$ cat src/common/conv_pkg.sv
package convPkg;

	// register and bus widths
	localparam int RegWidth = 64;
	localparam int OpWidth = 6;
	localparam int AdrWidth = 4;

	// lane count, also sets the lane field of the address
	localparam int NumLanes = 4;

	typedef logic [RegWidth-1:0] regWordT;
	typedef logic [OpWidth-1:0] convOpT;
	typedef logic [$clog2(NumLanes)-1:0] laneIdxT;
	typedef logic [1:0] regSelT;

	// register selects, address bits 1..0
	localparam regSelT RegOp = 2'd0;
	localparam regSelT RegSrc = 2'd1;
	localparam regSelT RegResult = 2'd2;
	localparam regSelT RegStatus = 2'd3;

	// move and integer forms
	localparam convOpT OpMov = 6'd0;
	localparam convOpT OpNot = 6'd1;
	localparam convOpT OpExtSB = 6'd2;
	localparam convOpT OpExtSW = 6'd3;
	localparam convOpT OpExtSL = 6'd4;
	localparam convOpT OpExtUB = 6'd5;
	localparam convOpT OpExtUW = 6'd6;
	localparam convOpT OpExtUL = 6'd7;

	// immediate high parts
	localparam convOpT OpLdiHi = 6'd8;
	localparam convOpT OpLdiQHi32 = 6'd9;

	// fp sign bit only
	localparam convOpT OpFNeg = 6'd10;
	localparam convOpT OpFAbs = 6'd11;

	// pixel formats
	localparam convOpT OpRgb5Pck32 = 6'd12;
	localparam convOpT OpRgb5Upck32 = 6'd13;
	localparam convOpT OpRgb32Pck64 = 6'd14;
	localparam convOpT OpRgb32Upck64 = 6'd15;

	// bus cycle of the dispatcher
	typedef enum logic {
		Idle,
		Ack
	} busStateE;

endpackage

$ cat src/common/conv_lane_if.sv
`timescale 1ns/1ps

interface convLaneIf import convPkg::*; ();

	// launch side, start is a single-cycle pulse
	logic start;
	convOpT op;
	regWordT src;

	// completion side, result valid with done
	logic done;
	regWordT result;

	modport dispatch (
		output start,
		output op,
		output src
	);

	modport lane (
		input start,
		input op,
		input src,
		output done,
		output result
	);

	modport collect (
		input start,
		input done,
		input result
	);

endinterface

$ cat src/conv_lane/conv_lane.sv
`timescale 1ns/1ps

module convLane import convPkg::*; (
	input logic clk,
	input logic rstN,
	convLaneIf.lane laneIf
);

	logic s1Valid;
	convOpT s1Op;
	regWordT s1Src;
	logic s2Valid;
	regWordT s2Result;
	regWordT convOut;

	// valid bits walk down the pipe, one item per stage
	always_ff @(posedge clk or negedge rstN) begin
		if (!rstN) begin
			s1Valid <= 1'b0;
			s2Valid <= 1'b0;
			s2Result <= '0;
		end else begin
			s1Valid <= laneIf.start;
			s2Valid <= s1Valid;
			if (s1Valid)
				s2Result <= convOut;
		end
	end

	// operands latched on launch
	always_ff @(posedge clk) begin
		if (laneIf.start) begin
			s1Op <= laneIf.op;
			s1Src <= laneIf.src;
		end
	end

	convUnit uConv (
		.op(s1Op),
		.src(s1Src),
		.result(convOut)
	);

	assign laneIf.done = s2Valid;
	assign laneIf.result = s2Result;

endmodule

$ cat src/conv_lane/conv_rgb.sv
`timescale 1ns/1ps

module convRgb import convPkg::*; (
	input regWordT src,
	output regWordT rgb5Pck,
	output regWordT rgb5Upck,
	output regWordT rgb32Pck,
	output regWordT rgb32Upck
);

	logic [7:0] alpha5;

	// widen a 5-bit channel by repeating its top bits
	function automatic logic [7:0] expand5(input logic [4:0] chan);
		return {chan, chan[4:2]};
	endfunction

	// argb8888 to rgb555, translucent pixels keep 3 alpha bits
	always_comb begin
		rgb5Pck = {48'h0, 1'b0, src[23:19], src[15:11], src[7:3]};
		if (src[31:28] != 4'hF) begin
			rgb5Pck[15] = 1'b1;
			rgb5Pck[10] = src[31];
			rgb5Pck[5] = src[30];
			rgb5Pck[0] = src[29];
		end
	end

	// alpha rebuilt from the low bit of each channel
	assign alpha5 = src[15] ? {src[10], src[5], src[0], 5'b00000} : 8'hFF;

	assign rgb5Upck = {
		32'h0,
		alpha5,
		expand5(src[14:10]),
		expand5(src[9:5]),
		expand5(src[4:0])
	};

	// high byte of each 16-bit channel
	assign rgb32Pck = {32'h0, src[63:56], src[47:40], src[31:24], src[15:8]};

	// each byte doubled to fill 16 bits
	assign rgb32Upck = {
		src[31:24], src[31:24],
		src[23:16], src[23:16],
		src[15:8], src[15:8],
		src[7:0], src[7:0]
	};

endmodule

$ cat src/conv_lane/conv_unit.sv
`timescale 1ns/1ps

module convUnit import convPkg::*; (
	input convOpT op,
	input regWordT src,
	output regWordT result
);

	regWordT rgb5Pck;
	regWordT rgb5Upck;
	regWordT rgb32Pck;
	regWordT rgb32Upck;

	convRgb uRgb (
		.src(src),
		.rgb5Pck(rgb5Pck),
		.rgb5Upck(rgb5Upck),
		.rgb32Pck(rgb32Pck),
		.rgb32Upck(rgb32Upck)
	);

	always_comb begin
		case (op)
			OpMov: begin
				result = src;
			end
			OpNot: begin
				result = ~src;
			end

			// sign extension
			OpExtSB: begin
				result = {{56{src[7]}}, src[7:0]};
			end
			OpExtSW: begin
				result = {{48{src[15]}}, src[15:0]};
			end
			OpExtSL: begin
				result = {{32{src[31]}}, src[31:0]};
			end

			// zero extension
			OpExtUB: begin
				result = {56'h0, src[7:0]};
			end
			OpExtUW: begin
				result = {48'h0, src[15:0]};
			end
			OpExtUL: begin
				result = {32'h0, src[31:0]};
			end

			// immediate high forms
			OpLdiHi: begin
				result = {src[41:0], 22'h0};
			end
			OpLdiQHi32: begin
				result = {src[31:0], 32'h0};
			end

			// only the sign of a double is touched
			OpFNeg: begin
				result = {~src[63], src[62:0]};
			end
			OpFAbs: begin
				result = {1'b0, src[62:0]};
			end

			OpRgb5Pck32: begin
				result = rgb5Pck;
			end
			OpRgb5Upck32: begin
				result = rgb5Upck;
			end
			OpRgb32Pck64: begin
				result = rgb32Pck;
			end
			OpRgb32Upck64: begin
				result = rgb32Upck;
			end

			// unused codes read back as zero
			default: begin
				result = '0;
			end
		endcase
	end

endmodule

$ cat src/design/conv_dispatch.sv
`timescale 1ns/1ps

module convDispatch import convPkg::*; (
	input logic clk,
	input logic rstN,
	input logic wbCyc,
	input logic wbStb,
	input logic wbWe,
	input logic [AdrWidth-1:0] wbAdr,
	input regWordT wbDatI,
	output logic wbAck,
	output regWordT wbDatO,
	convLaneIf.dispatch lanes [NumLanes],
	output laneIdxT rdLane,
	output regSelT rdSel,
	input regWordT rdData
);

	busStateE state;
	logic accept;
	laneIdxT adrLane;
	regSelT adrSel;
	regWordT srcReg;

	// request only counts while idle, ack is low there
	assign accept = (state == Idle) && wbCyc && wbStb;
	assign adrSel = wbAdr[1:0];
	assign adrLane = wbAdr[3:2];

	// read path goes straight to the result bank
	assign rdLane = adrLane;
	assign rdSel = adrSel;

	assign wbAck = (state == Ack);

	always_ff @(posedge clk or negedge rstN) begin
		if (!rstN) begin
			state <= Idle;
			wbDatO <= '0;
		end else begin
			case (state)
				Idle: begin
					if (accept) begin
						state <= Ack;
						if (!wbWe)
							wbDatO <= rdData;
					end
				end
				default: begin
					state <= Idle;
				end
			endcase
		end
	end

	// shared source holder, only one lane launches per cycle
	always_ff @(posedge clk) begin
		if (accept && wbWe && adrSel == RegSrc)
			srcReg <= wbDatI;
	end

	for (genvar i = 0; i < NumLanes; i++) begin : gLane
		logic hit;
		logic startReg;
		convOpT opReg;

		assign hit = accept && wbWe && (adrLane == laneIdxT'(i));

		always_ff @(posedge clk or negedge rstN) begin
			if (!rstN) begin
				startReg <= 1'b0;
				opReg <= '0;
			end else begin
				// start rises with ack
				startReg <= hit && (adrSel == RegSrc);
				if (hit && adrSel == RegOp)
					opReg <= wbDatI[OpWidth-1:0];
			end
		end

		assign lanes[i].start = startReg;
		assign lanes[i].op = opReg;
		assign lanes[i].src = srcReg;
	end

endmodule

$ cat src/design/conv_results.sv
`timescale 1ns/1ps

module convResults import convPkg::*; (
	input logic clk,
	input logic rstN,
	convLaneIf.collect lanes [NumLanes],
	input laneIdxT rdLane,
	input regSelT rdSel,
	output regWordT rdData
);

	regWordT laneResult [NumLanes];
	logic [NumLanes-1:0] doneFlag;

	for (genvar i = 0; i < NumLanes; i++) begin : gLane
		// items launched but not yet done, at most 2 in flight
		logic [1:0] pendCnt;
		logic flag;
		regWordT capReg;

		always_ff @(posedge clk or negedge rstN) begin
			if (!rstN) begin
				pendCnt <= 2'd0;
				flag <= 1'b0;
				capReg <= '0;
			end else begin
				case ({lanes[i].start, lanes[i].done})
					2'b10: pendCnt <= pendCnt + 2'd1;
					2'b01: pendCnt <= pendCnt - 2'd1;
					default: pendCnt <= pendCnt;
				endcase
				if (lanes[i].done)
					capReg <= lanes[i].result;
				// flag only when the newest launch has finished
				if (lanes[i].start)
					flag <= 1'b0;
				else if (lanes[i].done && pendCnt == 2'd1)
					flag <= 1'b1;
			end
		end

		assign doneFlag[i] = flag;
		assign laneResult[i] = capReg;
	end

	always_comb begin
		case (rdSel)
			RegResult: rdData = laneResult[rdLane];
			RegStatus: rdData = {{(RegWidth-NumLanes){1'b0}}, doneFlag};
			default: rdData = '0;
		endcase
	end

endmodule

$ cat src/design/conv_top.sv
`timescale 1ns/1ps

module convTop import convPkg::*; (
	input logic clk,
	input logic rstN,
	input logic wbCyc,
	input logic wbStb,
	input logic wbWe,
	input logic [AdrWidth-1:0] wbAdr,
	input regWordT wbDatI,
	output regWordT wbDatO,
	output logic wbAck
);

	convLaneIf laneIf [NumLanes] ();

	laneIdxT rdLane;
	regSelT rdSel;
	regWordT rdData;

	convDispatch uDispatch (
		.clk(clk),
		.rstN(rstN),
		.wbCyc(wbCyc),
		.wbStb(wbStb),
		.wbWe(wbWe),
		.wbAdr(wbAdr),
		.wbDatI(wbDatI),
		.wbAck(wbAck),
		.wbDatO(wbDatO),
		.lanes(laneIf),
		.rdLane(rdLane),
		.rdSel(rdSel),
		.rdData(rdData)
	);

	for (genvar i = 0; i < NumLanes; i++) begin : gLane
		convLane uLane (
			.clk(clk),
			.rstN(rstN),
			.laneIf(laneIf[i])
		);
	end

	convResults uResults (
		.clk(clk),
		.rstN(rstN),
		.lanes(laneIf),
		.rdLane(rdLane),
		.rdSel(rdSel),
		.rdData(rdData)
	);

endmodule

$ cat config.mk
export PLATFORM = sky130hd
export DESIGN_NAME = convTop
export DESIGN_NICKNAME = d
export VERILOG_FILES = /design/src/common/conv_pkg.sv /design/src/common/conv_lane_if.sv /design/src/conv_lane/conv_lane.sv /design/src/conv_lane/conv_rgb.sv /design/src/conv_lane/conv_unit.sv /design/src/design/conv_dispatch.sv /design/src/design/conv_results.sv /design/src/design/conv_top.sv
export SDC_FILE = /design/constraint.sdc
export NUM_CORES = 2
export LEC_CHECK = 0
export ABC_CLOCK_PERIOD_IN_PS = 3600
export BUFFER_PORTS_ARGS = -buffer_cell sky130_fd_sc_hd__buf_2
export CAP_MARGIN = 20
export CORE_ASPECT_RATIO = 1.5
export CORE_UTILIZATION = 30
export DETAILED_ROUTE_END_ITERATION = 16
export HOLD_SLACK_MARGIN = 0.08
export PLACE_DENSITY = 0.53
export SLEW_MARGIN = 40
export SYNTH_ARGS = -nofsm -noshare
export SYNTH_HDL_FRONTEND = slang
export SYNTH_SLANG_ARGS = --single-unit
$ cat constraint.sdc
create_clock -name clk -period 3.6 [get_ports clk]
set_input_delay 0.54 -clock clk [delete_from_list [all_inputs] [get_ports clk]]
set_output_delay 0.54 -clock clk [all_outputs]
set_load 0.005 [all_outputs]
Word-level counts from Yosys, hierarchy flattened. Cells that the tools add are included. Widths: inputs -> output; s select.

Flip-flop bits (word level): 969. Input port bits: 73. Output and inout port bits: 65.

$add $sub $neg: 8. $lt $le $gt $ge: 1. Equal/unequal tests: 82. Multiplexer cells: 42. Bitwise gates (word level): 11. Reductions and logical operators: 35.

Operators by type and width (count): $pmux 64 s16 (4); $not 64->64 (4); $eq 6x4->1 const B (32); $bmux 64 s2 (1); $mux 64 (2); $pmux 64 s2 (1); $eq 6x3->1 const B (16); $eq 6x2->1 const B (8); $mux 8 (4); $mux 1 (26); $eq 6x1->1 const B (4); $logic_not 6->1 (4); $eq 2x1->1 const B (10); $logic_and 1x1->1 (20); $eq 2x2->1 const B (8); $ne 4x4->1 const B (4); $pmux 2 s2 (4); $reduce_bool 2->1 (8); $add 2x1->2 const B (4); $sub 2x1->2 const B (4); $not 1->1 (6); $logic_not 2->1 (2); $ge 3x3->1 const B (1); $not 2->3 (1); $reduce_and 3->1 (1).

Depth between registers and ports, before layout.
Depth in word-level cells: 6. Gate-level depth with buffers: 9.

Modules after synthesis. Synthesis repeated with hierarchy kept, for this count alone.

Cell total of the unflattened synthesis: 4714. Area, all modules: 60311.6 µm².

By module, submodules not included: convLane (times used 4, cells each 207, area each 4830.9 µm², sequential area each 3753.6 µm²); convUnit (times used 4, cells each 405, area each 3542.1 µm², sequential area each 0.0 µm²); convResults (times used 1, cells each 752, area each 12087.8 µm², sequential area each 6706.4 µm²); convRgb (times used 4, cells each 261, area each 1940.6 µm², sequential area each 0.0 µm²); convDispatch (times used 1, cells each 470, area each 6969.2 µm², sequential area each 4249.1 µm²).

Worst setup path after synthesis. No wires, ideal clock.

Path kind: input to register. Start: input wbStb. End: register uDispatch.srcReg[0] (netlist: uDispatch.lanes[0].src[0]) (enable). Setup time: 418 ps. Data arrival time: 2367 ps. Data required time: 3182 ps. Setup slack: 815 ps. Cell stages on the path: 5. Path through: nand2_1 > or2_1 > inv_1 > nand4b_1 > inv_1.

Word-level cells in the longest chain between the ends: 3.

RTL lines: start: declaration (line conv_top.sv:7) `input logic wbStb,`; $logic_and 1x1->1 (line conv_dispatch.sv:26) `assign accept = (state == Idle) && wbCyc && wbStb;`; $logic_and 1x1->1 (2 in series) (line conv_dispatch.sv:58) `if (accept && wbWe && adrSel == RegSrc)`; end signal: assignment (line conv_dispatch.sv:59) `srcReg <= wbDatI;`; end: declaration (line conv_dispatch.sv:23) `regWordT srcReg;`.

No other way between the ends. A chain may end at the register's enable or synchronous reset.

Final worst setup path.
Start: register gLane[0].uLane.s1Op[2]. End: register gLane[0].uLane.s2Result[31].

Word-level cells in the longest chain between the ends: 2.

RTL lines: start: declaration (line conv_lane.sv:10) `convOpT s1Op;`; start signal: assignment (line conv_lane.sv:33) `s1Op <= laneIf.op;`; $eq 6x4->1 (tied with other cells) (line conv_unit.sv:23) `case (op)`; $pmux 64 s16 (*) (line conv_unit.sv:23); end signal: assignment (line conv_lane.sv:26) `s2Result <= convOut;`; end: declaration (line conv_lane.sv:13) `regWordT s2Result;`.

Mark *: on every way between the ends. The rest lies on a longest branch, timed or not.

==> metrics.md <==
| Metric | Value |
|---|---|
| All-Layer GR Usage | 0.254 |
| Max Clock Freq | 0.365 GHz |
| Required time of the critical path | ~4200 ps |
| Number of buffers inserted by post-CTS setup repair | 0 |
| Final critical path time including I/O delays and setup | between 2000 and 3000 ps |
| Post-Route WL | ~200 mm |
| Origin of the worst setup path | gLane[0].uLane.s1Op[2] |
| Post-detail-place hpwl | 143 mm |
| Initial antenna violation count | 6 |
| Start point of the worst min-delay path | wbAdr[1] |
| Post-Syn Area per Cell | roughly 12 µm² |
| Gate Count Post-Synth | between 3k and 4k |
| Fraction of the mapped netlist area in adder cells | 0.00222 |
| Gpl congestion | 0.954 |
| Pin count of the biggest net entering global routing | between 90 and 100 |
| Proportion of netlist area held by the largest area contributor | 0.347 |
| Register area share after synthesis | 0.576 |
| Met1 GRT Util | 0.304 |
| Clk_skew | approximately 53 ps |
| Startpoint of the lowest-slack register-to-register path | gLane[0].uLane.s1Op[2] |
| Share of the synthesized area in compound gates (AO/OA/AOI/OAI) | 0.176 |
| Clock insertion delay at the later pin of the skew report | roughly 750 ps |
| Vertical die dimension | about 480 µm |
| Die width | about 320 µm |
| Multiplexer share of the synthesized area | 0.131 |
| Violation count after the first detailed-routing iteration | 4124 |
| Count of endpoints failing setup in the final report | 0 |
| Total number of vias | between 30k and 40k |
| Type of destination of the critical path | flip-flop |
| Final TNS setup | 0 ps |
| Part of the cycle the worst path needs | 0.761 |
| Synthesis-stage register bit count | approximately 970 |
| Proportion of synthesized flip-flops having asynchronous set or reset | 0.645 |
| Hold Path Depth | 3 |
| Number of vias per cell after detailed routing | between 5 and 6 |
| LEAKAGE | about 21 nW |
| Number of iterations in the first detailed-routing pass | 6 |
| Register-to-Register Path Depth | 5 |
| Ys Warns | 0 |
| Most area-consuming cells after synthesis | dfrtp_1 (35%), edfxtp_1 (23%), mux2_2 (7.9%), a21oi_1 (3.6%), mux4_2 (3.4%) |
| Primary FF master, synth | dfrtp_1 |
| Hold Buf Count CTS | just under 60 |
| CTS tree | done |
| Remaining global-route overflow | 0 |
| Worst IR drop on VDD | approximately 0.0004 V |
| Number of global-route vias before repair | ~33k |
| End point of the worst hold path | uDispatch.wbDatO[3] |
| Most frequent cells in the layout | dfrtp_1 (617), edfxtp_1 (344), a21oi_1 (325), mux2_2 (315), nand2_1 (261) |
| Routed len/inst | 33.6 µm |
| Smallest hold slack | approximately 180 ps |
| DRC viols | 0 |
| Busiest layer in global routing | met2 |
| Count of boundary I/O pins | 138 |
| Post-synth top area cell | dfrtp_1 |
| Main combinational cell family by area after synthesis | compound AO/OA/AOI/OAI gates |
| Net count after synthesis | between 3k and 4k |
| Number of synthesized flops with an enable pin | 344 |
| XOR/XNOR share of the synthesized area | 0.00233 |
| Std-Cell Core Area | 149000 µm² |
| Effective utilization at floorplan | 0.303 |
| H-tree depth | 3 |
| Critical path fanouts, max | 19 |
| Total clock buffers created by CTS | between 90 and 100 |
| Layout cell share with drive strength beyond 1 | 0.222 |
| Netlist area before placement | 45100 µm² |
| Root Driver | clkbuf_16 |
| Class of the most critical hold timing path | in2reg |
| Antenna-violating nets left | 0 |
| Number of buffers on the longest clock path | 3 |
| Unrepaired setup endpoints after global routing | false |
| Hold Violations, Final | 0 |
| Worst setup path class | reg2reg |
| Relative slew slack | 0.381 |
| Global routing usage on met2 | 0.397 |
| Startpoint type of the worst setup path | flip-flop |
| Destination of the worst register-to-register timing path | gLane[0].uLane.laneIf.result[31] |
| Number of rows in the core area | about 170 |
| Post-cts repair resize count | 0 |
| Outcome | completed |
| PD cells | around 450 nW/µm² |
| Data arrival, critical path | 3350 ps |
| Clk pin slew, worst setup/hold paths | 60 ps |
| Count of input and output buffers | about 140 |
| Nets | 3876 |
| First-pass GRT wire length | around 270 mm |
| Layout overhead on the synthesized area | 15.6% |
| Max-slew violation count | 0 |
| Number of clock sinks | between 900 and 1k |
| Simple logic cell fraction of the synthesized area | 0.0776 |
| Overall die area | roughly 150000 µm² |
| Met3 global-route usage | 0.0362 |
| Transition time at the pin with the least slew margin | between 900 and 1000 ps |
| Flop-to-flop setup slack | between 800 and 900 ps |
| Most frequent standard cell in the layout excluding fill and tap cells | dfrtp_1 |
| Number of maximum-capacitance violations | 0 |
| Number of distinct standard cells referenced by the synthesized netlist | between 90 and 100 |
-- stage by stage --
step | std cells | total power [W] | util | worst slack, ps | cell area (µm²)
floorplan | 3702 | 0.0122 | - | 815 | 45100
global placement | 5555 | 0.0127 | 0.322 | 935 | 47900
detailed placement | 5558 | 0.0127 | 0.323 | 952 | 48000
CTS | 5804 | 0.0236 | 0.350 | 949 | 52000
global route | 5808 | 0.0240 | 0.350 | 743 | 52000
finish | 5819 | 0.0234 | 0.350 | 861 | 52100
-- critical path, cell delays in order, from the launching register on --
cell and delay (ps):
edfxtp_1 620, nor3_1 700, and3_1 700, buf_4 350, a211oi_1 100, a22oi_1 170
-- sequential cells by signal (all words and copies together) (netlist names), 8 cells and up --
signal	cells
gLane.uLane.laneIf.result	256
gLane.uLane.s1Op	24
gLane.uLane.s1Src	256
uDispatch.lanes.op	24
uDispatch.lanes.src	64
uDispatch.wbDatO	64
uResults.gLane.capReg	256
uResults.gLane.pendCnt	8
-- cell usage after synthesis (all sizes together), types with 8 or more instances --
cell       n
mux4      69
a2111oi   12
o22ai     15
edfxtp   344
nor2b     26
mux2     315
or3        8
a21o       9
a22oi     94
a22o      76
and3      30
clkbuf   222
nand2b    22
nor3      35
nand3     64
inv       48
o221ai    32
a32oi     48
a31oi     56
a211oi    41
nor2     213
a2bb2oi   17
o2111ai   11
nand4b    13
buf      107
a21boi    22
a221o     37
a221oi    80
ha         8
nand2    264
o21a      16
dfrtp    625
a211o      8
o2bb2ai   35
a41oi     26
mux2i     81
a21oi    326
o21ai    137
-- cell type report --
class / instances / area [µm²]
inverters: 49 / 184
repair buffers: 321 / 2460
multi-input cells: 2355 / 17600
clock buffers: 133 / 2760
well taps: 1925 / 2410
clock inverters: 54 / 638
fillers: 14476 / 96600
diodes: 13 / 32.5
flip-flops and latches: 969 / 26000
-- how the worst max path moves through the flow --
stage,cells past startpoint,slack [ps],endpoint
6_report,5,860,gLane[0].uLane.laneIf.result[31]
5_1_grt,6,740,gLane[1].uLane.laneIf.result[29]
4_1_cts,6,950,gLane[1].uLane.laneIf.result[29]
3_5_place_dp,5,950,gLane[0].uLane.laneIf.result[52]
3_3_place_gp,5,940,gLane[0].uLane.laneIf.result[52]
2_1_floorplan,5,820,uDispatch.lanes[0].src[0]
-- per-layer routing --
| layer | part of all wire | wire length [µm] |
|---|---|---|
| met1 | 0.37 | 72600 |
| met2 | 0.46 | 89000 |
| met3 | 0.066 | 12900 |
| met4 | 0.11 | 20700 |
| met5 | 0.00016 | 31 |
-- power by group --
group          switching, W  internal, W  leakage, nW
sequential         0.000223       0.0116         11.8
clock               0.00481      0.00605         1.64
combinational      0.000402     0.000297         7.42
total               0.00543       0.0179         20.8
-- cell families after synthesis --
logic type / Yosys count
XOR/XNOR: 12
flip-flops: 969
buffers and inverters: 378
adder cells (fa/ha/maj): 8
AO/OA/AOI/OAI: 1137
AND/OR/NAND/NOR: 733
multiplexers: 465
Note: power is estimated with default switching activity, not from simulation.
